--- config.mk ---
export PLATFORM = sky130hd
export DESIGN_NAME = cad_mac_pool
export DESIGN_NICKNAME = d
export VERILOG_FILES = /design/src/verilog/cad_pkg.sv /design/src/verilog/cad_mac_pool.sv
export SDC_FILE = /design/constraint.sdc
export NUM_CORES = 1
export LEC_CHECK = 0
export BUFFER_PORTS_ARGS = -buffer_cell sky130_fd_sc_hd__buf_2
export CORE_MARGIN = 4
export CORE_UTILIZATION = 48
export CTS_CLUSTER_DIAMETER = 30
export DETAILED_ROUTE_END_ITERATION = 10
export PLACE_DENSITY = 0.75
export SYNTH_ARGS = -nofsm -noshare
export SYNTH_HDL_FRONTEND = slang
export SYNTH_SLANG_ARGS = --single-unit
export TNS_END_PERCENT = 100
--- constraint.sdc ---
create_clock -name clk -period 3.6 [get_ports clk]
set_input_delay 0 -clock clk [delete_from_list [all_inputs] [get_ports clk]]
set_output_delay 0 -clock clk [all_outputs]
set_load 0.02 [all_outputs]
--- src/verilog/cad_pkg.sv ---
package cad_pkg;

  // ------------------------------------------------------------
  // Sizes and widths
  // ------------------------------------------------------------
  localparam int DATA_W   = 8;
  localparam int ACC_W    = 20;
  localparam int KSIZE    = 5;
  localparam int MAX_SIZE = 16;
  localparam int IDX_W    = 4;
  localparam int COORD_W  = 5;

  // Pixel and weight, both two's complement
  typedef logic signed [DATA_W-1:0] pixel_t;

  // Wide enough for 25 full-scale products
  typedef logic signed [ACC_W-1:0] acc_t;

  // Engine phase shared by job registers, loader and scheduler
  typedef enum logic [1:0] {
    ph_idle,
    ph_load,
    ph_wait_idx,
    ph_run
  } phase_t;

endpackage

--- src/verilog/cad_mac_pool.sv ---
`timescale 1ns/100ps

module cad_mac_pool (
  input  logic            clk,
  input  logic            rst_n,
  input  cad_pkg::pixel_t img_rdata [cad_pkg::KSIZE],
  input  cad_pkg::pixel_t ker_rdata [cad_pkg::KSIZE],
  input  logic            row_valid,
  input  logic            row_last,
  input  logic            win_last,
  output logic            res_valid,
  output cad_pkg::acc_t   res_data
);
  import cad_pkg::*;

  acc_t row_prod;
  acc_t row_sum;
  acc_t acc;
  acc_t conv_val;
  acc_t run_max;
  acc_t win_max;
  logic sum_valid;
  logic sum_last;
  logic sum_win;
  logic win_first;

  // Five-way multiply-add of one kernel row
  always_comb
  begin
    row_prod = '0;
    for (int k = 0; k < KSIZE; k++)
      row_prod = row_prod + acc_t'(img_rdata[k]) * acc_t'(ker_rdata[k]);
  end

  assign conv_val = acc + row_sum;
  // Signed compare, first conv value of a window always wins
  assign win_max  = (win_first || conv_val > run_max) ? conv_val : run_max;

  always_ff @(posedge clk or negedge rst_n)
  begin
    if (!rst_n)
    begin
      sum_valid <= 1'b0;
      sum_last  <= 1'b0;
      sum_win   <= 1'b0;
      res_valid <= 1'b0;
      win_first <= 1'b1;
      acc       <= '0;
    end
    else
    begin
      sum_valid <= row_valid;
      sum_last  <= row_valid && row_last;
      sum_win   <= row_valid && win_last;
      res_valid <= sum_valid && sum_win;
      if (sum_valid)
      begin
        acc <= sum_last ? '0 : conv_val;
        if (sum_last)
          win_first <= sum_win;
      end
    end
  end

  always_ff @(posedge clk)
  begin
    row_sum <= row_prod;
    if (sum_valid && sum_last)
      run_max <= win_max;
    if (sum_valid && sum_win)
      res_data <= win_max;
  end

endmodule

# After elaboration in Yosys (flattened, before gate mapping)
# Cells that the tools add are included.
dict set report totals {
  reg_bits 85
  input_bits 85
  out_inout_bits 21
  word_cells 28
}
dict set report classes {
  addsub 5
  n_mul 5
  order_cmp 1
  n_mux 2
  reduce_logical 6
}
# cell count
set ops {}
lappend ops {{8-bit by 8-bit multiplier with 16-bit output} 5}
lappend ops {{20-bit 2-to-1 mux} 2}
lappend ops {{19-bit by 16-bit adder with 20-bit output} 1}
lappend ops {{20-bit adder} 1}
lappend ops {{20-bit > comparator} 1}
lappend ops {{18-bit by 16-bit adder with 19-bit output} 1}
lappend ops {{17-bit by 16-bit adder with 18-bit output} 1}
lappend ops {{16-bit by 16-bit adder with 17-bit output} 1}
lappend ops {{1-bit logical AND} 4}
lappend ops {{2-bit AND reduction} 1}
lappend ops {{1-bit logical OR} 1}

# Longest topological paths before layout
dict set report depth {
  word_depth 5
  depth_mapped 26
  mapped_depth_nobuf 25
}

# Worst setup path after synthesis
# OpenSTA, ideal clock, no wires.
dict set report synth_path {
  kind {input-to-reg}
  from {input img_rdata[23] (netlist bit)}
  to {register row_sum[18]}
  setup_time_ns 0.106
  arrival_ns 6.363
  t_required_ns 3.494
  path_slack_ns -2.869
  stages 20
  path_buffers 1
  path_cell_list {clkbuf_1 and2_1 fa_1 fa_1 inv_1 fa_1 inv_1 fa_1 fa_1 fa_1 fa_1 fa_1 fa_1 ha_1 o21ai_0 a21boi_0 a311oi_1 o21a_1 or3_1 o311ai_0}
}
dict set report synth_between {
  elab_chain_len 4
}
# item line
set synth_lines {}
lappend synth_lines {{start: declaration} cad_mac_pool.sv:6} ;# input cad_pkg::pixel_t img_rdata [cad_pkg::KSIZE],
lappend synth_lines {{8-bit by 8-bit multiplier with 16-bit output} cad_mac_pool.sv:32} ;# row_prod = row_prod + acc_t'(img_rdata[k]) * acc_t'(ker_rdata[k]);
lappend synth_lines {{17-bit by 16-bit adder with 18-bit output} cad_mac_pool.sv:32}
lappend synth_lines {{18-bit by 16-bit adder with 19-bit output} cad_mac_pool.sv:32}
lappend synth_lines {{19-bit by 16-bit adder with 20-bit output} cad_mac_pool.sv:32}
lappend synth_lines {{net row_prod[18]} cad_mac_pool.sv:16} ;# acc_t row_prod;
lappend synth_lines {{end signal: assignment} cad_mac_pool.sv:67} ;# row_sum <= row_prod;
lappend synth_lines {{end: declaration} cad_mac_pool.sv:17} ;# acc_t row_sum;
# The timed path passes the listed nets, and every way through them passes these cells.
# A chain may end at the register's enable or synchronous reset.

# Worst setup path in the final report
dict set report layout_path {
  from {input ker_rdata[21] (netlist bit)}
  to {register row_sum[18]}
}
dict set report layout_between {
  elab_chain_len 4
}
# item line
set layout_lines {}
lappend layout_lines {{start: declaration} cad_mac_pool.sv:7} ;# input cad_pkg::pixel_t ker_rdata [cad_pkg::KSIZE],
lappend layout_lines {{8-bit by 8-bit multiplier with 16-bit output} cad_mac_pool.sv:32}
lappend layout_lines {{17-bit by 16-bit adder with 18-bit output} cad_mac_pool.sv:32}
lappend layout_lines {{18-bit by 16-bit adder with 19-bit output} cad_mac_pool.sv:32}
lappend layout_lines {{19-bit by 16-bit adder with 20-bit output} cad_mac_pool.sv:32}
lappend layout_lines {{net row_prod[18]} cad_mac_pool.sv:16}
# The timed path passes the listed nets, and every way through them passes these cells.

==> reports/results.ini <==
[timing]
setup_violations = 57
rsz0062_at_grt = true
tightestPinTransition_ns = 0.889
skew_ns = 0.00604
period_needed_ns = 6.20
hold_ws_ns = 0.200
max_freq_mhz = 161
relSlewSlack_pct = 40.7
final_max_slew_viol_count = 0
hold_viol_final = 0
fin_ws_ns = -2.60
finalCritPeriodShare_pct = 172

[route]
vias = 13300
drc = 0
drt_pass1_iterations = 7
drt-wirelength-per-cell_um = 16.7
drt_iter0_drc = 528
final_antenna_net_count = 0
routed_wl_um = 44400
via_per_inst = 4.98

[critical_path]
path_max_fanout = 4
end_kind = register
startpoint_type = primary input
path_class = primary input to register
cp.arrival_ns = 6.44
reg2reg_depth = 17
required_ns = 3.84

[die]
coreArea_um2 = 37600
initial_core_util_pct = 48.6
fp.dieH_um = 203
die_area_um2 = 41200
die_w_um = 203
ios = 106
row_count = 71

[yosys]
ys_seq_elements = 85
yosys.area_share.simple_pct = 12.0
synthDistinctLibCells = 65
synth_top_area_cell = fa_1
synth_edf_count = 40
synth_fp_nets = 2441
synth.avg_cell_area_um2 = 10.3
syn-cell-area_um2 = 18300
synthMuxAreaShare_pct = 1.30
synthCells = 1769
synth_top_family_by_area = adder cells
yosysSeqAreaShare_pct = 12.2
synth_compound_area_share_pct = 4.50
yosys-top-cells-area = fa_1 (46%), ha_1 (11%), inv_1 (10%)
synthFlopType = edfxtp_1
synth_fa_ha_area_share_pct = 57.6
synthArstFlopShare_pct = 29.4
synth_warnings = 0
synth-xor-area-share_pct = 1.82
synth_top_area_share_pct = 46.4

[outcome]
status = complete, but fails checks
violations = setup timing

[grt]
grt-ovfl-total = 0
grt.total_usage_pct = 22.1
grt_pass1_vias = 15200
grt_pass1_wl_um = 73400
grt_max_degree = 26
antenna_found_initial = 2

[finish]
layout_commonest_cell = inv_1
most-common-layout-cells = inv_1 (445), fa_1 (396), buf_4 (251)
nFillCells = 2914
nNetsFinal = 2816
layout-drive-gt1-share_pct = 29.5
area_growth_pct = 27.2

[clock_network]
path_clk_slew_ns = 0.06
numCtsBuffers = 9
clock_sinks = 85
cts.htree.levels = 3
clk_latency_ns = 0.34
clock-root-buffer = clkbuf_16
cts_tree = done
cts_buffer_depth = 2

[worst_hold_path]
min_path_type = primary input to async pin

[place]
place_congestion = 0.941
port_buffers = 105
hpwl_um = 37800

[flow_run]
cap_violations = 0

## metal layers
metal | vias up | share of wire [%] | track usage (%)
met5 | - | 0 | 0
met4 | 0 | 4.9 | 8.61
met3 | 118 | 3.6 | 2.03
met2 | 332 | 55 | 42.2
met1 | 6767 | 36 | 25.6
li1 | 6037 | - | -
## per-stage QoR
step	TNS [ns]	instance area [µm²]	cells	util (%)	setup WS (ns)
5_1_grt	-70.57	23200	2662	61.8	-2.71
6_report	-60.28	23200	2662	61.8	-2.60
3_5_place_dp	-65.40	21400	2600	57.1	-2.97
2_1_floorplan	-36.79	18700	1769	-	-2.42
3_3_place_gp	-61.46	21400	2600	57.1	-2.85
4_1_cts	-57.53	22500	2644	60.0	-2.47
## worst max-delay path: stages
cell,delay [ns]
buf_4,0.13
buf_4,0.14
and2_1,0.14
fa_1,0.50
inv_1,0.05
fa_1,0.47
inv_1,0.05
fa_1,0.53
fa_1,0.48
fa_2,0.65
fa_1,0.48
fa_2,0.56
inv_2,0.04
fa_1,0.48
inv_2,0.04
ha_4,0.22
ha_4,0.29
buf_6,0.11
buf_6,0.09
o21ai_4,0.06
o21ai_2,0.17
a311oi_2,0.14
o21a_1,0.23
or3_1,0.31
o311ai_1,0.08
## final timing paths
check	slack, ns	to	start
max in group asynchronous	3.02	acc[13]	rst_n
worst min-delay path	0.20	sum_last	rst_n
worst min register to register	0.52	win_first	sum_win
worst max-delay path	-2.60	row_sum[18]	ker_rdata[21]
worst max register to register	-0.66	run_max[8]	acc[0]
min in group clk	0.22	row_sum[0]	ker_rdata[32]
## cell usage after synthesis (all sizes together), types with 2 or more instances
master	number
inv	495
fa	423
and2	171
ha	164
nand2	130
nor2	48
edfxtp	40
xnor2	28
dfrtp	24
mux2	21
dfxtp	20
a21oi	19
nand2b	19
a22o	18
o21ai	17
nor3	16
o21a	13
a21o	10
xor2	10
clkbuf	8
a211oi	7
nand3	7
nor2b	6
nand4	5
o211ai	5
a31oi	4
or3	4
a2111oi	3
and3	3
buf	3
nand3b	3
o21bai	3
o311ai	3
or4	3
clkinv	2
o311a	2
or2	2
## state kept, by name, indices dropped and copies added (netlist names)
signal     cells
acc           20
res_data      20
row_sum       20
run_max       20
res_valid      1
sum_last       1
sum_valid      1
sum_win        1
win_first      1
## cell type report
cell class                      instances  area (µm²)  share of cell area [%]
Multi-Input combinational cell       1176       15200                    65.5
Timing Repair Buffer                  375        2990                    12.9
Sequential cell                        85        2230                    9.60
Inverter                              497        1880                    8.08
Tap cell                              511         639                    2.75
Clock buffer                            9         225                   0.970
Clock inverter                          7        53.8                   0.232
Antenna cell                            2        5.00                  0.0216
## logic make-up (layout without fill, tap and decap cells)
family                   count (synthesis)  after routing
AO/OA/AOI/OAI                          111            111
adder cells (fa/ha/maj)                587            587
XOR/XNOR                                38             38
flip-flops                              85             85
AND/OR/NAND/NOR                        419            419
other                                    0              2
buffers and inverters                  508            888
multiplexers                            21             21
## timing repair
| action | CTS | global route |
|---|---|---|
| resized for setup | 175 | 132 |
| hold endpoints to repair | 27 | 0 |
| hold buffers | 4 | 0 |
| endpoints found under the setup margin | 57 | 58 |
| pin swaps | 88 | 86 |
| setup buffers | 26 | 19 |
Power is not shown: default switching activity piles up to over one toggle a cycle in this logic, so the estimate is an artifact.
