### src/verilog/cad_pkg.sv
package cad_pkg;

  // ------------------------------------------------------------
  // Sizes and widths
  // ------------------------------------------------------------
  localparam int DATA_W   = 8;
  localparam int ACC_W    = 20;
  localparam int KSIZE    = 5;
  localparam int MAX_SIZE = 16;
  localparam int IDX_W    = 4;
  localparam int COORD_W  = 5;

  // Pixel and weight, both two's complement
  typedef logic signed [DATA_W-1:0] pixel_t;

  // Wide enough for 25 full-scale products
  typedef logic signed [ACC_W-1:0] acc_t;

  // Engine phase shared by job registers, loader and scheduler
  typedef enum logic [1:0] {
    ph_idle,
    ph_load,
    ph_wait_idx,
    ph_run
  } phase_t;

endpackage

### src/verilog/cad_load_ctrl.sv
`timescale 1ns/100ps

module cad_load_ctrl #(
  parameter int IMG_COUNT = 2,
  parameter int KER_COUNT = 2,
  localparam int IMG_AW = $clog2(IMG_COUNT * cad_pkg::MAX_SIZE * cad_pkg::MAX_SIZE),
  localparam int KER_AW = $clog2(KER_COUNT * cad_pkg::KSIZE * cad_pkg::KSIZE)
) (
  input  logic              clk,
  input  logic              rst_n,
  input  logic              in_valid,
  input  cad_pkg::phase_t   phase,
  input  logic              img_size_8,
  output logic              load_done,
  output logic              img_we,
  output logic [IMG_AW-1:0] img_waddr,
  output logic              ker_we,
  output logic [KER_AW-1:0] ker_waddr
);
  import cad_pkg::*;

  localparam int IMG_NUM_W = $clog2(IMG_COUNT);
  localparam int KER_BYTES = KER_COUNT * KSIZE * KSIZE;

  logic [COORD_W-1:0]   col;
  logic [COORD_W-1:0]   row;
  logic [COORD_W-1:0]   edge_idx;
  logic [IMG_NUM_W-1:0] img_num;
  logic [KER_AW-1:0]    ker_cnt;
  logic                 in_ker;
  logic                 active;

  // Counting starts in the idle cycle that carries the first byte
  assign active   = in_valid && (phase != ph_run);
  assign edge_idx = img_size_8 ? COORD_W'(MAX_SIZE / 2 - 1) : COORD_W'(MAX_SIZE - 1);

  assign img_we    = active && !in_ker;
  assign ker_we    = active && in_ker;
  // Fixed row stride, so 8x8 images sit in the top-left corner
  assign img_waddr = IMG_AW'(img_num * MAX_SIZE * MAX_SIZE + row * MAX_SIZE + col);
  assign ker_waddr = ker_cnt;
  assign load_done = ker_we && (ker_cnt == KER_AW'(KER_BYTES - 1));

  always_ff @(posedge clk or negedge rst_n)
  begin
    if (!rst_n)
    begin
      col     <= '0;
      row     <= '0;
      img_num <= '0;
      ker_cnt <= '0;
      in_ker  <= 1'b0;
    end
    else if (load_done)
    begin
      // Back to the first image for the next burst
      col     <= '0;
      row     <= '0;
      img_num <= '0;
      ker_cnt <= '0;
      in_ker  <= 1'b0;
    end
    else if (ker_we)
      ker_cnt <= ker_cnt + 1'b1;
    else if (img_we)
    begin
      if (col == edge_idx)
      begin
        col <= '0;
        if (row == edge_idx)
        begin
          row <= '0;
          if (img_num == IMG_NUM_W'(IMG_COUNT - 1))
            in_ker <= 1'b1;
          else
            img_num <= img_num + 1'b1;
        end
        else
          row <= row + 1'b1;
      end
      else
        col <= col + 1'b1;
    end
  end

endmodule

### config.mk
export PLATFORM = sky130hd
export DESIGN_NAME = cad_load_ctrl
export DESIGN_NICKNAME = d
export VERILOG_FILES = /design/src/verilog/cad_pkg.sv /design/src/verilog/cad_load_ctrl.sv
export SDC_FILE = /design/constraint.sdc
export NUM_CORES = 1
export LEC_CHECK = 0
export ABC_AREA = 0
export BUFFER_PORTS_ARGS = -buffer_cell sky130_fd_sc_hd__buf_4
export CORE_ASPECT_RATIO = 0.5
export CORE_MARGIN = 4
export CORE_UTILIZATION = 40
export CTS_CLUSTER_DIAMETER = 50
export DETAILED_ROUTE_END_ITERATION = 7
export PLACE_DENSITY_LB_ADDON = 0.3
export SLEW_MARGIN = 20
export SYNTH_ARGS = -nofsm -noshare
export SYNTH_HDL_FRONTEND = slang
export SYNTH_SLANG_ARGS = --single-unit
### constraint.sdc
create_clock -name clk -period 2 [get_ports clk]
set_clock_uncertainty 0.15 [all_clocks]
set_input_delay 0.4 -clock clk [delete_from_list [all_inputs] [get_ports clk]]
set_output_delay 0.4 -clock clk [all_outputs]
set_load 0.03 [all_outputs]
# Word level (Yosys, flattened, before mapping)
# Cells that the tools add are included.
# classes
n_addsub	6
n_mul	0
n_div	0
magnitude_cmp	0
n_eq_ne	5
n_shift	0
mux	24
n_bitwise	0
n_reduce_logical	14
# op_table
operator	count
two-way mux 5 bit	9
two-way mux 1 bit	12
two-way mux 6 bit	2
adder 5 x 1 -> 5 bit, second input constant	2
equality test 5 x 4 -> 1 bit	2
nonzero test 2 bit	5
adder 9 x 5 -> 9 bit	1
adder 9 bit	1
adder 6 x 1 -> 6 bit, second input constant	1
equality test 6 bit, second input constant	1
AND reduction 5 bit	1
logical AND 1 bit	4
two-way mux 4 bit	1
!= test 2 bit, second input constant	2
AND reduction 4 bit	1
AND reduction 3 bit	1
AND reduction 2 bit	1
adder 1 bit, second input constant	1
zero test 1 bit	1
# word_totals
register_bits	18
latchBits	0
ram_bits	0
rom_bits	0
input_bits	6
output_inout_bits	18
elab_cells	54
memories	0

# Longest topological paths before layout
# depth
word_depth	7
ltp_mapped	7
mapped_depth_nobuf	6

# Least setup slack after synthesis
# Ideal clock, no wire load.
# synth_path
path_kind	reg2out
from	register ker_cnt[1], in the netlist ker_waddr[1]
to	output port load_done
t_arrival_ps	1651
t_required_ps	1450
path_slack_ps	-201
stages_incl_launch_ff	7
n_path_buf	1
cell_sequence	dfrtp_1 -> inv_1 -> ha_1 -> and4b_1 -> nand4_1 -> clkbuf_1 -> inv_1
# synth_via
elab_chain_cells	2
# synth_rtl
element	line_no	text
start, declared	cad_load_ctrl.sv:29	logic [KER_AW-1:0] ker_cnt;
start signal, assigned	cad_load_ctrl.sv:64	ker_cnt <= ker_cnt + 1'b1;
equality test 6 bit	cad_load_ctrl.sv:42	assign load_done = ker_we && (ker_cnt == KER_AW'(KER_BYTES - 1));
logical AND 1 bit	cad_load_ctrl.sv:42	
end, declared	cad_load_ctrl.sv:14	output logic load_done,
# No other way between the ends.

# Worst setup path after layout
# Same ends and word-level chain as after synthesis.

==> results.toml <==
[status]
outcome = "complete, but fails checks"
violations = "setup timing"

[timing]
setup_viol = 2
min_period_ps = 2120
fin_crit_sh_pct = 106
final_max_slew_viol_count = 0
fin_tns_setup_ps = -128
hold_violations = 0
tightest_slew_ps = 323
slew_headroom_pct = 78.5
clock.fmax_mhz = 473
setup_ws_ps = -115
grt_setup_unrepaired = "true"

[clock_network]
path_clk_slew_ps = 70
cts_buffer_depth = 2
clkLatencyLatePin_ps = 260
root_buffer = "clkbuf_8"
cts_max_level = 1
cts_buffers = 3
cts_tree = "built"
cts_sinks = 18

[floorplan]
rows = 13
coreArea_sq_um = 2620
io_pins = 24
dieArea_sq_um = 3740
chipHeight_um = 45.3
fp.dieW_um = 82.6
initial_core_util_pct = 42.5

[synthesis]
synthCells = 112
synth.avg_cell_area_sq_um = 9.94
synth_compound_area_share_pct = 19.6
synth_top_family_by_area = "compound AO/OA/AOI/OAI gates"
syn-num-nets = 124
synth_simple_gate_area_share_pct = 17.8
synth-edff-count = 0
netlist.area_leader.share_pct = 40.4
synth_seq_area_share_pct = 40.4
synthXorXnorAreaFrac_pct = 4.72
synth_cell_types = 35
ys_warn_count = 0
muxShareOfSynthArea_pct = 3.03
synth.largest_area_cell = "dfrtp_1"
syn_area_sq_um = 1110
yosys.area_share.adder_pct = 6.74
synth-main-ff-cell = "dfrtp_1"
async_reset_ff_share_pct = 100
synth_area_leaders = "dfrtp_1, ha_1, nand3_1, o31ai_1, inv_1"
synth_seq_cells = 18

[critical_path]
rrSetupSlack_ps = 30
arrival_ps = 1570
path_max_fanout = 3
critPathSlowestCell = "dfrtp_2"
rr_endpoint = "row[3]$_DFFE_PN0P_"
critical_path_class = "flop to output pin"
critPathLaunch = "ker_waddr[1]$_DFFE_PN0P_"
startpoint_type = "flop"
path_cells = "inv_2 -> ha_4 -> and4b_1 -> nand4_1 -> clkinvlp_4 -> buf_6"
critPathMaxStageDelay_ps = 410
r2r_start = "col[4]$_DFFE_PN0P_"
crit_required_ps = 1450
crit_path_end_kind = "output pin"
r2r_cells = 5

[grt]
grt_max_degree = 19
first_global_vias = 918
grt_overflow = 0
antenna_found_initial = 0
grt_pass1_wl_um = 4200
track_usage_pct = 14.9

[drt]
drc = 0
wirelength_um = 2670
vias = 1005
antenna_left = 0
viasPerCell = 5.21
wire_per_inst_um = 13.8
dr.pass1.iters = 4
initialDrtViolationCount = 30

[pwr]
p_per_area_nw_per_um2 = 1000
p_leak_uw = 0.000727
power_uw = 1620
ir_drop_uv = 629

[hold_path]
hold-path-endpoint = "row[4]$_DFFE_PN0P_"
hp-start = "row[4]$_DFFE_PN0P_"
whs_path_depth = 1
hp-class = "flop to flop"

[layout]
area_growth_pct = 45.3
drive_gt1_share_pct = 46.8
antenna_cells = 0
final_nets = 169

[placed_design]
dp.final_hpwl_um = 1790
place_congestion = 0.813
port_buffers = 23

[run]
drv_cap = 0
==> per-stage QoR <==
stage	area (sq um)	cells	hold slack, ps	util (%)	setup WS (ps)
floorplan	1130	112	-45.6	-	5.93
global route	1620	193	429	61.8	-214
CTS	1490	185	383	56.9	-109
global placement	1370	175	140	52.3	51.2
detailed placement	1370	175	138	52.3	13.2
finish	1620	193	395	61.8	-115
==> worst max-delay path, delay by kind of cell (launching register included) <==
kind | cells | cell delay [ps]
AND/OR/NAND/NOR | 2 | 420
flip-flops | 1 | 410
buffers and inverters | 3 | 360
adder cells (fa/ha/maj) | 1 | 120
==> Yosys cell counts (all sizes together), types with 2 or more instances <==
library cell,number
mux2,3
nand4,2
o21a,3
nand2b,2
o211ai,2
xor2,3
a21oi,5
o21ai,5
inv,9
dfrtp,18
nand3,11
nand2,6
nand3b,2
clkbuf,3
a22o,2
xnor2,3
or4,3
a31oi,2
buf,5
ha,6
nor3,2
o31ai,5
==> power by group <==
group	internal [uW]	switching (uW)
clock	142	128
sequential	442	109
combinational	396	408
total	980	645
==> cell families after synthesis <==
group,Yosys count
xor gates and xnor gates,6
and+or+nand+nor,32
muxes,3
adders and majority gates,6
buffers and inverters,17
AOI/OAI and AO/OA,30
DFF,18
==> flip-flops by register name, indices dropped and copies added, names as in the netlist <==
register / count
col: 5
img_num: 1
in_ker: 1
ker_waddr: 6
row: 5
==> worst max-delay path by stage <==
stage / endpoint / slack (ps) / depth (start not counted)
2_1_floorplan: load_done / 6 / 6
3_3_place_gp: row[4]$_DFFE_PN0P_ / 50 / 6
3_5_place_dp: col[3]$_DFFE_PN0P_ / 10 / 6
4_1_cts: load_done / -110 / 6
5_1_grt: load_done / -210 / 6
6_report: load_done / -120 / 6
==> layout make-up <==
class	instances	area (sq um)
Sequential cell	18	454
Timing Repair Buffer	48	382
Tap cell	37	46.3
Clock buffer	4	45.0
Fill cell	230	1000
Inverter	9	37.5
Multi-Input combinational cell	77	653
==> per-layer routing <==
layer / track usage [%] / wire, um / up-vias
met1: 18.5 / 1210 / 482
met2: 25.3 / 1330 / 20
li1: - / - / 499
met5: 0 / 0 / -
met3: 4.18 / 99 / 4
met4: 4.89 / 34 / 0
==> cells in the final DEF, fill, tap and decap left out, types with 2 or more instances in the layout <==
| master | Yosys | final |
|---|---|---|
| nor3_1 | 2 | 2 |
| or4_4 | 1 | 3 |
| xor2_1 | 3 | 3 |
| nand3_1 | 11 | 10 |
| ha_4 | 0 | 4 |
| dfrtp_2 | 0 | 3 |
| ha_1 | 6 | 2 |
| o21ai_0 | 5 | 5 |
| buf_6 | 1 | 5 |
| inv_1 | 9 | 7 |
| clkbuf_8 | 0 | 3 |
| xnor2_1 | 3 | 3 |
| o31ai_1 | 5 | 4 |
| buf_4 | 4 | 42 |
| a22o_1 | 2 | 2 |
| o211ai_1 | 2 | 2 |
| mux2_2 | 3 | 3 |
| dfrtp_1 | 18 | 15 |
| nand2b_1 | 2 | 2 |
| nand2_1 | 6 | 6 |
| a21oi_1 | 5 | 2 |
| o21a_1 | 3 | 3 |
| a21oi_2 | 0 | 3 |
| nand4_1 | 2 | 2 |
| a31oi_1 | 2 | 2 |
==> repair_timing <==
item,CTS,global route
pin swaps,1,7
gates cloned,0,0
gates resized for setup,7,14
hold endpoints to repair,18,0
hold buffers,1,0
setup buffers,5,8
setup endpoints to repair,3,6
Note: power is estimated with default switching activity, not from simulation.
