### config.mk
export PLATFORM = sky130hd
export DESIGN_NAME = cad_conv_sched
export DESIGN_NICKNAME = d
export VERILOG_FILES = /design/src/verilog/cad_pkg.sv /design/src/verilog/cad_conv_sched.sv
export SDC_FILE = /design/constraint.sdc
export NUM_CORES = 1
export LEC_CHECK = 0
export BUFFER_PORTS_ARGS = -buffer_cell sky130_fd_sc_hd__clkbuf_2
export CAP_MARGIN = 20
export CORE_UTILIZATION = 46
export DETAILED_ROUTE_END_ITERATION = 6
export GPL_TIMING_DRIVEN = 0
export PLACE_DENSITY = 0.74
export SLEW_MARGIN = 20
export SYNTH_ARGS = -nofsm -noshare
export SYNTH_HDL_FRONTEND = slang
export SYNTH_SLANG_ARGS = --single-unit
### constraint.sdc
create_clock -name clk -period 5.7 [get_ports clk]
set_clock_uncertainty 0.1 [all_clocks]
set_input_delay 1.14 -clock clk [delete_from_list [all_inputs] [get_ports clk]]
set_output_delay 1.14 -clock clk [all_outputs]
set_load 0.01 [all_outputs]
### src/verilog/cad_pkg.sv
package cad_pkg;

  // ------------------------------------------------------------
  // Sizes and widths
  // ------------------------------------------------------------
  localparam int DATA_W   = 8;
  localparam int ACC_W    = 20;
  localparam int KSIZE    = 5;
  localparam int MAX_SIZE = 16;
  localparam int IDX_W    = 4;
  localparam int COORD_W  = 5;

  // Pixel and weight, both two's complement
  typedef logic signed [DATA_W-1:0] pixel_t;

  // Wide enough for 25 full-scale products
  typedef logic signed [ACC_W-1:0] acc_t;

  // Engine phase shared by job registers, loader and scheduler
  typedef enum logic [1:0] {
    ph_idle,
    ph_load,
    ph_wait_idx,
    ph_run
  } phase_t;

endpackage

### src/verilog/cad_conv_sched.sv
`timescale 1ns/100ps

module cad_conv_sched #(
  parameter int IMG_COUNT = 2,
  parameter int KER_COUNT = 2,
  localparam int IMG_AW    = $clog2(IMG_COUNT * cad_pkg::MAX_SIZE * cad_pkg::MAX_SIZE),
  localparam int KROW_W    = $clog2(KER_COUNT * cad_pkg::KSIZE),
  localparam int IMG_SEL_W = $clog2(IMG_COUNT),
  localparam int KER_SEL_W = $clog2(KER_COUNT)
) (
  input  logic                 clk,
  input  logic                 rst_n,
  input  cad_pkg::phase_t      phase,
  input  logic                 img_size_8,
  input  logic [IMG_SEL_W-1:0] img_sel,
  input  logic [KER_SEL_W-1:0] ker_sel,
  output logic [IMG_AW-1:0]    img_raddr [cad_pkg::KSIZE],
  output logic [KROW_W-1:0]    ker_rrow,
  output logic                 row_valid,
  output logic                 row_last,
  output logic                 win_last,
  output logic                 job_done
);
  import cad_pkg::*;

  logic [2:0]         krow;
  logic [1:0]         pos;
  logic [COORD_W-1:0] wx;
  logic [COORD_W-1:0] wy;
  logic [COORD_W-1:0] last_w;
  logic [COORD_W-1:0] conv_x;
  logic [COORD_W-1:0] pix_y;
  logic               issue;
  logic               kernel_end;
  logic               window_end;
  logic               image_end;

  // ------------------------------------------------------------
  // Position counters
  // ------------------------------------------------------------
  // Issue stops in the job_done cycle and phase leaves run one cycle later
  assign issue      = (phase == ph_run) && !job_done;
  assign kernel_end = (krow == 3'(KSIZE - 1));
  assign window_end = kernel_end && (pos == 2'd3);
  // Last pooling window index is 1 for 8x8 and 5 for 16x16
  assign last_w     = img_size_8 ? COORD_W'((MAX_SIZE / 2 - 4) / 2 - 1)
                                 : COORD_W'((MAX_SIZE - 4) / 2 - 1);
  assign image_end  = window_end && (wx == last_w) && (wy == last_w);

  always_ff @(posedge clk or negedge rst_n)
  begin
    if (!rst_n)
    begin
      krow <= '0;
      pos  <= '0;
      wx   <= '0;
      wy   <= '0;
    end
    else if (issue)
    begin
      krow <= kernel_end ? 3'd0 : krow + 1'b1;
      if (kernel_end)
        pos <= pos + 1'b1;
      if (window_end)
      begin
        wx <= (wx == last_w) ? '0 : wx + 1'b1;
        if (wx == last_w)
          wy <= (wy == last_w) ? '0 : wy + 1'b1;
      end
    end
  end

  // ------------------------------------------------------------
  // Read addresses
  // ------------------------------------------------------------
  // pos bit 0 steps right and bit 1 steps down inside the 2x2 window
  assign conv_x   = COORD_W'(2 * wx + pos[0]);
  assign pix_y    = COORD_W'(2 * wy + pos[1] + krow);
  assign ker_rrow = KROW_W'(ker_sel * KSIZE + krow);

  always_comb
  begin
    for (int k = 0; k < KSIZE; k++)
      img_raddr[k] = IMG_AW'(img_sel * MAX_SIZE * MAX_SIZE + pix_y * MAX_SIZE + conv_x + k);
  end

  // Tags lag one cycle to line up with the read data
  always_ff @(posedge clk or negedge rst_n)
  begin
    if (!rst_n)
    begin
      row_valid <= 1'b0;
      row_last  <= 1'b0;
      win_last  <= 1'b0;
      job_done  <= 1'b0;
    end
    else
    begin
      row_valid <= issue;
      row_last  <= issue && kernel_end;
      win_last  <= issue && window_end;
      job_done  <= issue && image_end;
    end
  end

  // A last-row tag closes five valid kernel rows in a row
  a_last_is_valid: assert property (@(posedge clk) disable iff (!rst_n)
    row_last |-> row_valid && $past(row_valid, 1) && $past(row_valid, 2)
                 && $past(row_valid, 3) && $past(row_valid, 4))
    else $error("row_last tag without five valid kernel rows before it");

endmodule

# Word level (Yosys, flattened, before mapping)
# Index checks and enable logic that the tools add are counted.
# op_classes
add_sub_neg	14
n_mul	1
eq_ne	5
muxes	4
n_reduce_logical	11
# op_table
cell	n
9-bit by 2-bit adder with 9-bit output, second input constant	2
5-bit by 1-bit adder with 5-bit output	2
5-bit by 1-bit adder with 5-bit output, second input constant	2
5-bit by 3-bit == test with 1-bit output	2
5-bit 2-to-1 mux	2
9-bit by 1-bit adder with 9-bit output, second input constant	1
9-bit by 3-bit adder with 9-bit output, second input constant	1
9-bit by 5-bit adder with 9-bit output	1
9-bit adder	1
1-bit logical AND	7
3-bit 2-to-1 mux	2
5-bit by 3-bit adder with 5-bit output	1
4-bit by 3-bit adder with 4-bit output	1
2-bit == test, second input constant	2
1-bit by 3-bit multiplier with 4-bit output, second input constant	1
2-bit AND reduction	2
3-bit by 1-bit adder with 3-bit output, second input constant	1
3-bit == test, second input constant	1
3-bit AND reduction	1
2-bit by 1-bit adder with 2-bit output, second input constant	1
1-bit logical NOT	1
# word_totals
regBits	19
inputBits	7
out_inout_bits	53
wordCells	43

# Longest topological paths before layout
# logic_depth
depth_word	5
depth_mapped	9
mapped_depth_nobuf	8

# Worst setup path before layout
# Ideal clock, no wire load.
# synth_path
kind	reg-to-output
from	reg krow[0]
to	out img_raddr[17] (netlist bit)
t_arrival_ns	2.663
required_time_ns	4.460
setup_slack_ns	1.797
path_stages_with_launch	10
n_path_buf	2
cell_sequence	dfrtp_1 > ha_1 > fa_1 > ha_1 > clkbuf_1 > and3_1 > clkbuf_1 > nor2b_1 > nand3_1 > xnor2_1
# synth_rtl
element	line_no	rtl
start: declaration	cad_conv_sched.sv:26	logic [2:0] krow;
start signal: assignment	cad_conv_sched.sv:61	krow <= kernel_end ? 3'd0 : krow + 1'b1;
end: declaration	cad_conv_sched.sv:17	output logic [IMG_AW-1:0] img_raddr [cad_pkg::KSIZE],

==> metrics.md <==
| Metric | Value |
|---|---|
| Status | `finished, final reports clean` |
| GR Util met1 | `23.3%` |
| Ports | `60` |
| CP peak stage delay | `0.51 ns` |
| CP cell instances | `ha_1 > fa_1 > ha_1 > clkbuf_1 > and3_1 > clkbuf_1 > nor2b_1 > nand3_1 > xnor2_1 > clkbuf_2` |
| GP Congestion | `0.819` |
| Total CTS buffers | `3` |
| Switch share | `48.9%` |
| Layout cells sized above 1 | `32.4%` |
| Die area | `4020 um2` |
| Worst Path Max Fanout | `6` |
| IO Port Bufs | `59` |
| WP data arrival | `approximately 3.1 ns` |
| #FFs+latches synth | `19` |
| CORE AREA | `around 3500 um2` |
| Mapped Area | `between 1500 and 2000 um2` |
| H-tree depth | `1` |
| Crit path required time | `approximately 4.5 ns` |
| Synthesized instance count | `about 190` |
| Ys flop type | `dfrtp_1` |
| Detailed Place HPWL | `roughly 2900 um` |
| Simple logic cell fraction of the synthesized area | `19.9%` |
| Die W | `63.4 um` |
| # rows | `21` |
| YS warnings | `0` |
| Avg Inst Size Synth | `8.98 um2` |
| Storage cell area | `between 400 and 500 um2` |
| Compound-gate portion of the synthesized area | `9.03%` |
| Fin. max-slew vios | `0` |
| Cell taking the most area after synthesis | `dfrtp_1` |
| Largest cells by area after synthesis | `dfrtp_1 (27%), ha_1 (14%), xnor2_1 (12%)` |
| Slowest-stage cell, CP | `fa_1` |
| Yosys cell types | `42` |
| Post-layout min period | `4.36 ns` |
| GR peak layer | `met2` |
| Met3 Usage GRT | `2.17%` |
| Leak | `between 1 and 1.5 nW` |
| Post-synth EDFFs | `0` |
| Via Count | `1497` |
| Initial core utilization | `50.0%` |
| Most frequent cells in the layout | `clkbuf_2 (59), xnor2_1 (24), nand2_1 (23)` |
| First-pass detailed-route iteration total | `4` |
| Highest Clock Rate | `0.229 GHz` |
| DRC | `0` |
| Sequential share of the synthesized area | `a little over a quarter` |
| Drt total wl | `3490 um` |
| GRT Resource Usage Total | `17.8%` |
| Worst relative slew slack | `57.0%` |
| Startpoint Class | `register` |
| Die H | `63.4 um` |
| Grt ovf | `0` |
| Hold Crit Class | `reg2reg` |
| Slew @ Worst Pin | `0.636 ns` |
| Antenna Violating Nets Remaining | `0` |
| Maximum vdd drop | `0.000246 V` |
| GR met2 Demand/Resource | `30.6%` |
| Power per cell area | `roughly 560 nW/um2` |
| Final Cycle Share | `76.6%` |
| Fill cells | `328` |
| Post-Synth XOR/XNOR Area | `20.4%` |
| # hold bufs at CTS | `0` |
| Share of the synthesized area in the top cell type | `a little over a quarter` |
| Final setup margin | `1.34 ns` |
| Worst slack, placed | `1.57 ns` |
| Largest net degree at the start of global routing | `20` |
| Initial antenna violation count | `0` |
| Total power | `1.20 mW` |
| CTS clock-pin slew for the worst setup and hold paths | `0.07 ns` |
| Clk pwr share | `approximately 7.6%` |
| Setup TNS Final | `0 ns` |
| Largest family of logic cells by synthesized area | `XOR/XNOR gates` |
| Avg WL per Cell | `11.6 um` |
| Worst skew pair latency | `0.25 ns` |
| CTS root buf | `clkbuf_8` |
| Endpoints failing setup | `0` |
| WS Path Type | `reg2out` |
| Post-CTS Setup Inserts | `0` |
| First-iteration detailed-routing DRC count | `34` |
| Post-Synth Adder-Cell Area | `14.9%` |
| Cell Int Power | `613 uW` |
| Maximum root-to-sink buffer count | `2` |
| Power share of the combinational group | `75.0%` |
| First-pass GRT wire length | `between 5000 and 6000 um` |
| RSZ-0062 raised after global routing | `no` |
| Vias per Instance | `4.96` |
| Multi-input gate area | `1120 um2` |
| Mux share of post-synthesis cell area | `0.650%` |
| Sequential power share | `17.4%` |
| Post-Syn Nets | `220` |
| NetSw | `587 uW` |
| CTS tree | `yes` |
| Layout area overhead | `23.0%` |
| Async set-reset flop share out of synthesis | `100%` |
| Max-cap violations | `0` |
| NumNets Final | `about 280` |
| CP endpoint kind | `output pin` |
| Vias in the first global route | `1301` |
| Clk sinks | `19` |
| Final hold viol count | `0` |
| N_diodes | `0` |
| Commonest non-fill, non-tap cell in the layout | `clkbuf_2` |
| CTS resizes | `0` |
[layout make-up]
cell class / instances / share of cell area, %
Buffer: 15 / 4.35
Clock buffer: 4 / 2.11
Inverter: 11 / 1.94
Sequential cell: 19 / 22.3
Multi-Input combinational cell: 148 / 52.7
Timing Repair Buffer: 59 / 13.9
Tap cell: 46 / 2.70
[layer usage]
metal,vias up,routed length (um)
li1,771,-
met1,695,1700
met2,29,1670
met3,2,112
met4,0,11
met5,-,0
[critical path: cells and delay by family, from the launching register on]
family | cells | cell delay (ns)
adder cells (fa/ha/maj) | 3 | 1.09
buffers and inverters | 3 | 0.63
AND/OR/NAND/NOR | 3 | 0.57
flip-flops | 1 | 0.45
XOR/XNOR | 1 | 0.14
[kinds of logic after synthesis]
kind of cell | after synthesis
AO/OA/AOI/OAI | 26
XOR/XNOR | 37
adder cells (fa/ha/maj) | 20
buffers and inverters | 26
flip-flops | 19
multiplexers | 1
AND/OR/NAND/NOR | 64
[power by group through the flow]
stage	sequential, mW	clock, mW	combinational (mW)
6_report	0.209	0.0910	0.901
2_1_floorplan	0.197	0	0.600
5_1_grt	0.215	0.0993	0.987
3_3_place_gp	0.210	0	0.896
4_1_cts	0.209	0.0932	0.911
3_5_place_dp	0.211	0	0.908
[per-stage QoR]
stage               utilization, %  instance area, um2  hold slack (ns)  instances
floorplan                        -                1730            0.341        193
global placement              60.1                2090            0.359        298
detailed placement            60.1                2090            0.367        298
CTS                           61.4                2130            0.379        302
global route                  61.4                2130            0.397        302
finish                        61.4                2130            0.374        302
[flip-flops by register name, summed over array words and instances, names as in the netlist]
name and flops:
wy 5, row_last 1, row_valid 1, wx 5
pos 2, win_last 1, job_done 1, krow 3
[cell usage after synthesis (all sizes together) (2+ instances only)]
cell type,count
nand2,23
a21oi,5
nand2b,4
xor2,10
nand4,3
and3,2
nor2,6
nor2b,2
nor3,4
o21ai,13
inv,11
buf,11
nand3,8
nor4b,3
xnor2,26
clkbuf,4
nand3b,3
dfrtp,19
ha,19
[path summary, 6_finish.rpt]
kind	startpoint	endpoint	slack (ns)	cells past startpoint
worst max-delay path	krow[0]$_DFFE_PN0P_	img_raddr[17]	1.34	10
worst min-delay path	wx[4]$_DFFE_PN0P_	wx[4]$_DFFE_PN0P_	0.37	1
worst max register to register	wx[1]$_DFFE_PN0P_	wy[3]$_DFFE_PN0P_	3.38	8
worst min register to register	wx[4]$_DFFE_PN0P_	wx[4]$_DFFE_PN0P_	0.37	1
max in group asynchronous	rst_n	wx[2]$_DFFE_PN0P_	4.44	1
min in group asynchronous	rst_n	row_valid$_DFF_PN0_	0.73	1
No activity file was read; power rests on OpenSTA's default activity.
