### config.mk
export PLATFORM = sky130hd
export DESIGN_NAME = cad_serializer
export DESIGN_NICKNAME = d
export VERILOG_FILES = /design/src/verilog/cad_pkg.sv /design/src/verilog/cad_serializer.sv
export SDC_FILE = /design/constraint.sdc
export NUM_CORES = 1
export LEC_CHECK = 0
export ABC_AREA = 1
export BUFFER_PORTS_ARGS = -buffer_cell sky130_fd_sc_hd__clkbuf_2
export CAP_MARGIN = 20
export CORE_MARGIN = 5
export CORE_UTILIZATION = 40
export CTS_CLUSTER_SIZE = 10
export DETAILED_ROUTE_END_ITERATION = 7
export PLACE_DENSITY = 0.69
export SYNTH_ARGS = -nofsm -noshare
export SYNTH_HDL_FRONTEND = slang
export SYNTH_SLANG_ARGS = --single-unit
### constraint.sdc
create_clock -name clk -period 2.7 [get_ports clk]
set_clock_uncertainty 0.1 [all_clocks]
set_input_delay 0.135 -clock clk [delete_from_list [all_inputs] [get_ports clk]]
set_output_delay 0.135 -clock clk [all_outputs]
set_load 0.05 [all_outputs]
### src/verilog/cad_pkg.sv
package cad_pkg;

  // ------------------------------------------------------------
  // Sizes and widths
  // ------------------------------------------------------------
  localparam int DATA_W   = 8;
  localparam int ACC_W    = 20;
  localparam int KSIZE    = 5;
  localparam int MAX_SIZE = 16;
  localparam int IDX_W    = 4;
  localparam int COORD_W  = 5;

  // Pixel and weight, both two's complement
  typedef logic signed [DATA_W-1:0] pixel_t;

  // Wide enough for 25 full-scale products
  typedef logic signed [ACC_W-1:0] acc_t;

  // Engine phase shared by job registers, loader and scheduler
  typedef enum logic [1:0] {
    ph_idle,
    ph_load,
    ph_wait_idx,
    ph_run
  } phase_t;

endpackage

### src/verilog/cad_serializer.sv
`timescale 1ns/100ps

module cad_serializer (
  input  logic          clk,
  input  logic          rst_n,
  input  logic          res_valid,
  input  cad_pkg::acc_t res_data,
  output logic          out_valid,
  output logic          out_value
);
  import cad_pkg::*;

  localparam int CNT_W = $clog2(ACC_W);

  acc_t             pend_data;
  acc_t             shift_q;
  logic             pend_valid;
  logic             load;
  logic [CNT_W-1:0] bit_cnt;

  // Next word goes out right behind the last bit of the current one
  assign load = pend_valid && (!out_valid || bit_cnt == CNT_W'(ACC_W - 1));

  always_ff @(posedge clk or negedge rst_n)
  begin
    if (!rst_n)
    begin
      pend_valid <= 1'b0;
      out_valid  <= 1'b0;
      out_value  <= 1'b0;
      bit_cnt    <= '0;
    end
    else
    begin
      if (res_valid)
        pend_valid <= 1'b1;
      else if (load)
        pend_valid <= 1'b0;

      if (load)
      begin
        out_valid <= 1'b1;
        out_value <= pend_data[0];
        bit_cnt   <= '0;
      end
      else if (out_valid && bit_cnt != CNT_W'(ACC_W - 1))
      begin
        out_value <= shift_q[0];
        bit_cnt   <= bit_cnt + 1'b1;
      end
      else
      begin
        out_valid <= 1'b0;
        out_value <= 1'b0;
      end
    end
  end

  // LSB first
  always_ff @(posedge clk)
  begin
    if (res_valid)
      pend_data <= res_data;
    shift_q <= load ? pend_data >> 1 : shift_q >> 1;
  end

  // MAC spacing of 20 cycles keeps the single pending slot free
  a_no_overrun: assert property (@(posedge clk) disable iff (!rst_n)
    res_valid |-> !pend_valid)
    else $error("result arrived while a word was still pending");

endmodule

Word level (Yosys, flattened, before mapping)
Cells that the tools add are included.

Register bits after elaboration: 47. Bits in writable memories: 0. Memories: 0. Logic and storage cells: 25. ROM bits: 0. Latch bits: 0. Output and inout port bits: 2.

Bitwise logic cells: 0. $add $sub $neg: 1. Div/mod/pow operators: 0. Equality and inequality tests: 3. Reduce and logical (&&, ||, !) cells: 6. Multiplexer cells: 9. Shift operators: 0. Magnitude comparators: 0. $mul: 0.

Operators by type and width (count): 19-bit 2-to-1 mux (1); 5-bit 2-to-1 mux (2); 1-bit 2-to-1 mux (6); 5-bit by 1-bit adder with 5-bit output, second input constant (1); 5-bit equality test, second input constant (1); 5-bit != test, second input constant (1); 2-bit nonzero test (2); 1-bit logical AND (2); 2-bit != test, second input constant (1); 1-bit logical NOT (1); 1-bit logical OR (1).

Depth between registers and ports, before layout
Gate-level depths: netlist of the first run.

Word-level depth: 5. Depth in mapped cells: 9.

Worst setup path before layout of the first run
OpenSTA, ideal clock, no wires.

Path kind: reg-to-reg. Start point: register out_valid. End point: register bit_cnt[4]. Buffers on the path: 1. Setup slack: 1.222 ns. Stages on the path, launching flop included: 5. Required time: 2.535 ns. Arrival: 1.313 ns. Setup time: 0.065 ns. Cells stage by stage: dfrtp_1 -> buf_2 -> nand4_1 -> or2_2 -> nand2_1.

Longest elaborated chain between the ends: 4.

Ends and longest elaborated chain: start, declared (line cad_serializer.sv:8) `output logic out_valid,`; start signal, assigned (line cad_serializer.sv:29) `out_valid <= 1'b0;`; start signal, assigned (line cad_serializer.sv:42) `out_valid <= 1'b1;`; start signal, assigned (line cad_serializer.sv:53) `out_valid <= 1'b0;`; 1-bit logical NOT (line cad_serializer.sv:22) `assign load = pend_valid && (!out_valid || bit_cnt == CNT_W'(ACC_W - 1));`; 1-bit logical OR (line cad_serializer.sv:22); 1-bit logical AND (line cad_serializer.sv:22); 5-bit 2-to-1 mux / 2-bit nonzero test (equally long branches); end signal, assigned (line cad_serializer.sv:49) `bit_cnt <= bit_cnt + 1'b1;`; end, declared (line cad_serializer.sv:19) `logic [CNT_W-1:0] bit_cnt;`.

Parallel ways exist; a longest one is shown, timed or not. A chain may end at the register's enable or synchronous reset.

Worst setup path in the final report of the first run
Start point: register bit_cnt[0]. End point: register shift_q[4].

Longest elaborated chain between the ends: 4.

Ends and longest elaborated chain: 5-bit equality test (line cad_serializer.sv:22); 1-bit logical OR (line cad_serializer.sv:22); 1-bit logical AND (line cad_serializer.sv:22); 19-bit 2-to-1 mux (line cad_serializer.sv:64) `shift_q <= load ? pend_data >> 1 : shift_q >> 1;`; end signal, assigned (line cad_serializer.sv:64); end, declared (line cad_serializer.sv:16) `acc_t shift_q;`.

No other way between the ends.

==> impl_metrics.toml, run 1 <==
[outcome]
outcome = "completed"

[routing]
drc = 0
first_iter_violations = 58
drt-total-wl_microns = 2886
wire_per_inst_microns = 12.03
viasPerCell = 4.646
vias = 1115
detail-route-antenna-nets = 0
firstDrtPassIters = 4

[power_and_ir_drop]
p_per_area_nw_per_um2 = 605.1
p_leak_nw = 0.9568
vdd_drop_max_uv = 437.4

[timing]
finalHoldViolCount = 0
slew_viol_final = 0
tightest_slew_ps = 720.3
rsz0062_at_grt = "false"
clock.fmax_mhz = 579.6
layout_min_cycle_time_ps = 1725
tns_ps = 0
slew_headroom_pct = 51.98
finalSetupViolCount = 0
period_share_pct = 63.90

[critical_path]
r2r-start = "bit_cnt[0]$_DFFE_PN0P_"
cpPeakStageDelay_ps = 390
arrival_ps = 1820
critical_path.cell_chain = "ha_1 > nand2_1 > inv_1 > nand2_4 > nand2_4 > nand2_4 > nand2_1 > nand2_1"
worstSetupStartpointType = "flop"
r2r_cells = 8
r2r-end = "shift_q[4]$_DFF_P_"
endpoint_kind = "flop"
crit_cells = 8
worstPathMaxFanout = 25
slowest_stage = "dfrtp_1"
critPathBufInv = 1
cp.required_ps = 2790
r2r_slack_ps = 970
crit_type = "flop to flop"
crit_family = "simple AND/OR/NAND/NOR gates"

[yosys]
synthDistinctLibCells = 18
syn_nets = 168
yosysSeqAreaShare_pct = 70.98
synth.ff_latch_count = 47
netlist_area_sq_um = 1664
syn_area_per_cell_sq_um = 11.56
syn-instance-count = 144
ys_warn_count = 0

[cells_and_area]
finish.instance_area_sq_um = 2086
layout_commonest_cell = "nand2_1"
seq_area_sq_um = 1181
drive_above_1_share_pct = 19.47
fillCellCount = 362
nNetsFinal = 213
multi_input_area_sq_um = 407.9
syn_to_final_growth_pct = 25.34
n_antenna_cell = 0
layout_common_cells = "nand2_1 (44), nand3_1 (27), clkbuf_2 (24), dlygate4sd3_1 (21), edfxtp_1 (20)"

[clock_network]
cts.path.max_buffers = 2
cts_root_buf = "clkbuf_8"
clk_latency_ps = 300
cts_max_level = 2
cts_tree = "yes"
clk_pin_slew_worst_paths_ps = 80
postCtsSetupBuffers = 0
clkSinkCount = 47
cts_buffers = 5

[floorplan]
num_rows = 23
ios = 25
die_area_sq_um = 5550
die_w_microns = 74.50
start_util_pct = 41.30
core_sq_um = 4029
die_h_microns = 74.50

[place]
hpwl_microns = 1774
postPlaceCellArea_sq_um = 1790
gp_congestion = 0.7866
port_buffers = 24

[grt]
overflow = 0
grt_max_degree = 26
grt_pass1_wl_microns = 4850
antenna_found_initial = 0
grt_util_all_layers_pct = 12.09
grt_pass1_vias = 1119

[job]
cap_violations = 0

[hold_path]
hold_path.class = "input pin to async pin"
==> timing repair <==
action                                  4_1_cts  5_1_grt
hold buffers                                 21        0
gates resized for setup                       0        0
hold endpoints to repair                     28        0
endpoints found under the setup margin        0        0
==> area by class of cell <==
cell class                      count  area share [%]
Clock buffer                        6           3.479
Clock inverter                      2          0.5999
Inverter                            5          0.8998
Multi-Input combinational cell     85           19.56
Sequential cell                    47           56.63
Tap cell                           50           2.999
Timing Repair Buffer               45           15.84
==> sequential cells by signal (all words and copies together), names as in the netlist <==
register	count
pend_data	20
pend_valid	1
out_value	1
bit_cnt	5
out_valid	1
shift_q	19
==> report_power, final <==
group	leakage, nW	switching [mW]	total (mW)	internal [mW]
clock network	0.0412	0.220	0.401	0.181
registers	0.447	0.0120	0.795	0.783
logic	0.468	0.0284	0.0657	0.0373
==> cell families after synthesis <==
| kind of cell | after synthesis | share of synthesized area, % |
|---|---|---|
| compound gates | 2 | 0.7518 |
| fa+ha+maj | 1 | 0.7518 |
| buf+inv | 12 | 4.511 |
| flops | 47 | 70.98 |
| simple gates | 82 | 23.01 |
==> synthesized netlist by cell type, drive strengths merged <==
cell type,count,area (sq um)
dfxtp,19,380.4
buf,7,56.30
nand3,28,145.1
or2,1,6.260
o21ai,1,5.000
dfrtp,8,200.2
o21bai,1,7.510
nor2,3,13.77
inv,5,18.77
nand4,3,18.77
nand2,47,198.9
edfxtp,20,600.6
ha,1,12.51
==> routing by layer <==
metal  track usage, %  vias up  wire length, microns
li1                 -      566                     -
met1            12.76      515                  1200
met2            20.78       27                  1462
met3            5.405        7                   160
met4            5.336        0                    63
met5                0        -                     0
==> through the flow <==
step | power, mW | hold slack (ps) | util [%] | setup WS [ps] | std cells
2_1_floorplan | 0.8224 | -260.6 | - | 1222 | 144
3_3_place_gp | 0.8496 | -116.0 | 44.44 | 1103 | 211
3_5_place_dp | 0.8528 | -105.5 | 44.44 | 994.0 | 211
4_1_cts | 1.273 | 110.3 | 51.77 | 982.3 | 240
5_1_grt | 1.316 | 115.6 | 51.77 | 850.8 | 240
6_report | 1.262 | 108.2 | 51.77 | 974.7 | 240
==> worst max-delay path by stage <==
stage | start | to | slack [ps]
2_1_floorplan | out_valid$_DFFE_PN0P_ | bit_cnt[4]$_DFFE_PN0P_ | 1220
5_1_grt | bit_cnt[0]$_DFFE_PN0P_ | bit_cnt[3]$_DFFE_PN0P_ | 850
6_report | bit_cnt[0]$_DFFE_PN0P_ | shift_q[4]$_DFF_P_ | 970
3_5_place_dp | bit_cnt[0]$_DFFE_PN0P_ | bit_cnt[3]$_DFFE_PN0P_ | 990
3_3_place_gp | bit_cnt[0]$_DFFE_PN0P_ | bit_cnt[4]$_DFFE_PN0P_ | 1100
4_1_cts | bit_cnt[0]$_DFFE_PN0P_ | bit_cnt[3]$_DFFE_PN0P_ | 980
(Power assumes the default switching activity.)
==> inputs of run 2 (changes only) <==
--- a/config.mk
+++ b/config.mk
@@ -12,7 +12,7 @@
 export CORE_UTILIZATION = 40
 export CTS_CLUSTER_SIZE = 10
 export DETAILED_ROUTE_END_ITERATION = 7
-export PLACE_DENSITY = 0.69
+export PLACE_DENSITY = 0.72
 export SYNTH_ARGS = -nofsm -noshare
 export SYNTH_HDL_FRONTEND = slang
 export SYNTH_SLANG_ARGS = --single-unit
==> constraint.sdc (replaced) <==
create_clock -name clk -period 1.5 [get_ports clk]
set_clock_uncertainty 0.1 [all_clocks]
set_input_delay 0.075 -clock clk [delete_from_list [all_inputs] [get_ports clk]]
set_output_delay 0.075 -clock clk [all_outputs]
set_load 0.05 [all_outputs]
==> run 2 against run 1 <==
Against the previous run:
- sequential share of layout area shrank 3.7 points
- fmax up 17%
- power is 83% higher
- combinational power rose by 81%
- via count rose by 4.1%
==> impl_metrics.toml, run 2 (synthesized netlist as in run 1, its figures left out) <==
[routing]
met2_length_microns = 1663
wire_per_inst_microns = 12.75
vias = 1161
drt-total-wl_microns = 3175
firstDrtPassIters = 4
met3_length_microns = 161
first_iter_violations = 108
met1_length_microns = 1309
dr.max_layer_used = "met4"
viasPerCell = 4.663
drc = 0
detail-route-antenna-nets = 0

[clock_network]
cts_buffers = 5
clk_latency_ps = 300
cts.path.max_buffers = 2
clkSinkCount = 47
cts_max_level = 2
clk_pin_slew_worst_paths_ps = 90
cts_root_buf = "clkbuf_8"
cts_tree = "yes"

[place]
hpwl_microns = 1666
dp.cells = 215
gp_congestion = 0.7117
port_buffers = 24

[floorplan]
die_h_microns = 74.50
ios = 25
die_area_sq_um = 5550
die_w_microns = 74.50
num_rows = 23
start_util_pct = 41.30
core_sq_um = 4029

[cells_and_area]
top_register = "pend_data"
layout_common_cells = "nand2_1 (42), nand3_1 (25), clkbuf_2 (24), dlygate4sd3_1 (21), edfxtp_1 (20)"
nNetsFinal = 222
syn_to_final_growth_pct = 33.99
reg_top3 = "pend_data x20, shift_q x19, bit_cnt x5"
drive_above_1_share_pct = 26.13
layout_commonest_cell = "nand2_1"
fillCellCount = 351
stdcell_count = 249
largest_register_ffs = 20
n_antenna_cell = 0

[power_and_ir_drop]
power_frac_clock_pct = 32.7
vdd_drop_max_uv = 665.3
pwr-share-comb_pct = 5.2
p_sw_share_pct = 21.37
p_leak_nw = 1.011
pwr-share-seq_pct = 62.1
p_per_area_nw_per_um2 = 1034
internal_power_mw = 1.813
p_switching_uw = 492.7

[timing]
slew_headroom_pct = 60.20
layout_min_cycle_time_ps = 1481
clock.fmax_mhz = 675.4
slew_viol_final = 0
tightest_slew_ps = 597.0
finalHoldViolCount = 0
period_share_pct = 98.71
finalSetupViolCount = 0
fin_hold_ws_ps = 43.51

[outcome]
outcome = "completed"

[grt]
grt_pass1_vias = 1098
grt_max_degree = 23
grt_pass1_wl_microns = 4968
grt_util_all_layers_pct = 12.25
antenna_found_initial = 0
overflow = 0

[critical_path]
slowest_stage = "dfrtp_1"
arrival_ps = 1580
cp.required_ps = 1600
worstSetupStartpointType = "flop"
cpPeakStageDelay_ps = 420
worstPathMaxFanout = 8
endpoint_kind = "flop"
crit_type = "flop to flop"
critical_path.cell_chain = "ha_2 > nand2_2 > inv_2 > nand2_4 > nand2_8 > buf_8 > nand3_1 > nand2_1"

[job]
cap_violations = 0

[hold_path]
hold_path.class = "input pin to async pin"
-- run 2: changes by cell type in the layout (fill, tap and decap cells not counted), sizes merged --
cell / delta
nand2: +1
clkinv: +1
buf: +7
clkinvlp: -1
clkbuf: +1
-- run 2: routing by layer --
metal / global-route usage, % / vias up
li1: - / 588
met5: 0 / -
met2: 19.90 / 26
met1: 14.97 / 542
met4: 5.336 / 0
met3: 3.919 / 5
-- run 2: timing repair --
| action | in CTS | in global routing |
|---|---|---|
| resized for setup | 0 | 12 |
| buffers inserted | 0 | 3 |
| endpoints found under the hold margin | 28 | 0 |
| hold buffers | 21 | 0 |
| endpoints found under the setup margin | 0 | 23 |
-- run 2: critical path: cells and delay by family, from the launching register on --
family	cells	cell delay [ps]
adder cells (fa/ha/maj)	1	220
flip-flops	1	420
AND/OR/NAND/NOR	5	420
buffers and inverters	2	210
-- run 2: power groups by stage --
stage,Clock [mW],Sequential [mW],Combinational [mW]
2_1_floorplan,0,1.46,0.0195
3_3_place_gp,0,1.46,0.0719
3_5_place_dp,0,1.46,0.0748
4_1_cts,0.769,1.43,0.117
5_1_grt,0.832,1.44,0.135
6_report,0.755,1.43,0.119
-- run 2: layout make-up --
class                           instances  area [sq um]  share of cell area, %
Clock buffer                            6         72.57                  3.255
Clock inverter                          2         17.52                 0.7856
Inverter                                5         18.77                 0.8418
Multi-Input combinational cell         86         454.2                  20.37
Sequential cell                        47          1181                  52.97
Tap cell                               50         62.56                  2.806
Timing Repair Buffer                   53         422.9                  18.97
-- run 2: through the flow --
step	power (mW)	area, sq um	TNS (ps)	setup slack [ps]	utilization, %
CTS	2.316	2121	0	21.87	52.64
global route	2.405	2230	-695.4	-45.85	55.34
detailed placement	1.534	1821	0	46.42	45.19
finish	2.305	2230	0	19.39	55.34
global placement	1.530	1821	0	66.50	45.19
floorplan	1.480	1664	0	22.07	-
-- run 2: worst paths after layout --
kind	from	slack, ps	depth (start not counted)	to
worst max register to register	bit_cnt[1]$_DFFE_PN0P_	20	8	shift_q[6]$_DFF_P_
worst min-delay path	rst_n	40	2	bit_cnt[4]$_DFFE_PN0P_
worst min register to register	shift_q[9]$_DFF_P_	320	2	shift_q[8]$_DFF_P_
max in group asynchronous	rst_n	1070	2	pend_valid$_DFFE_PN0P_
min in group clk	res_valid	250	1	pend_data[4]$_DFFE_PP_
worst max-delay path	bit_cnt[1]$_DFFE_PN0P_	20	8	shift_q[6]$_DFF_P_
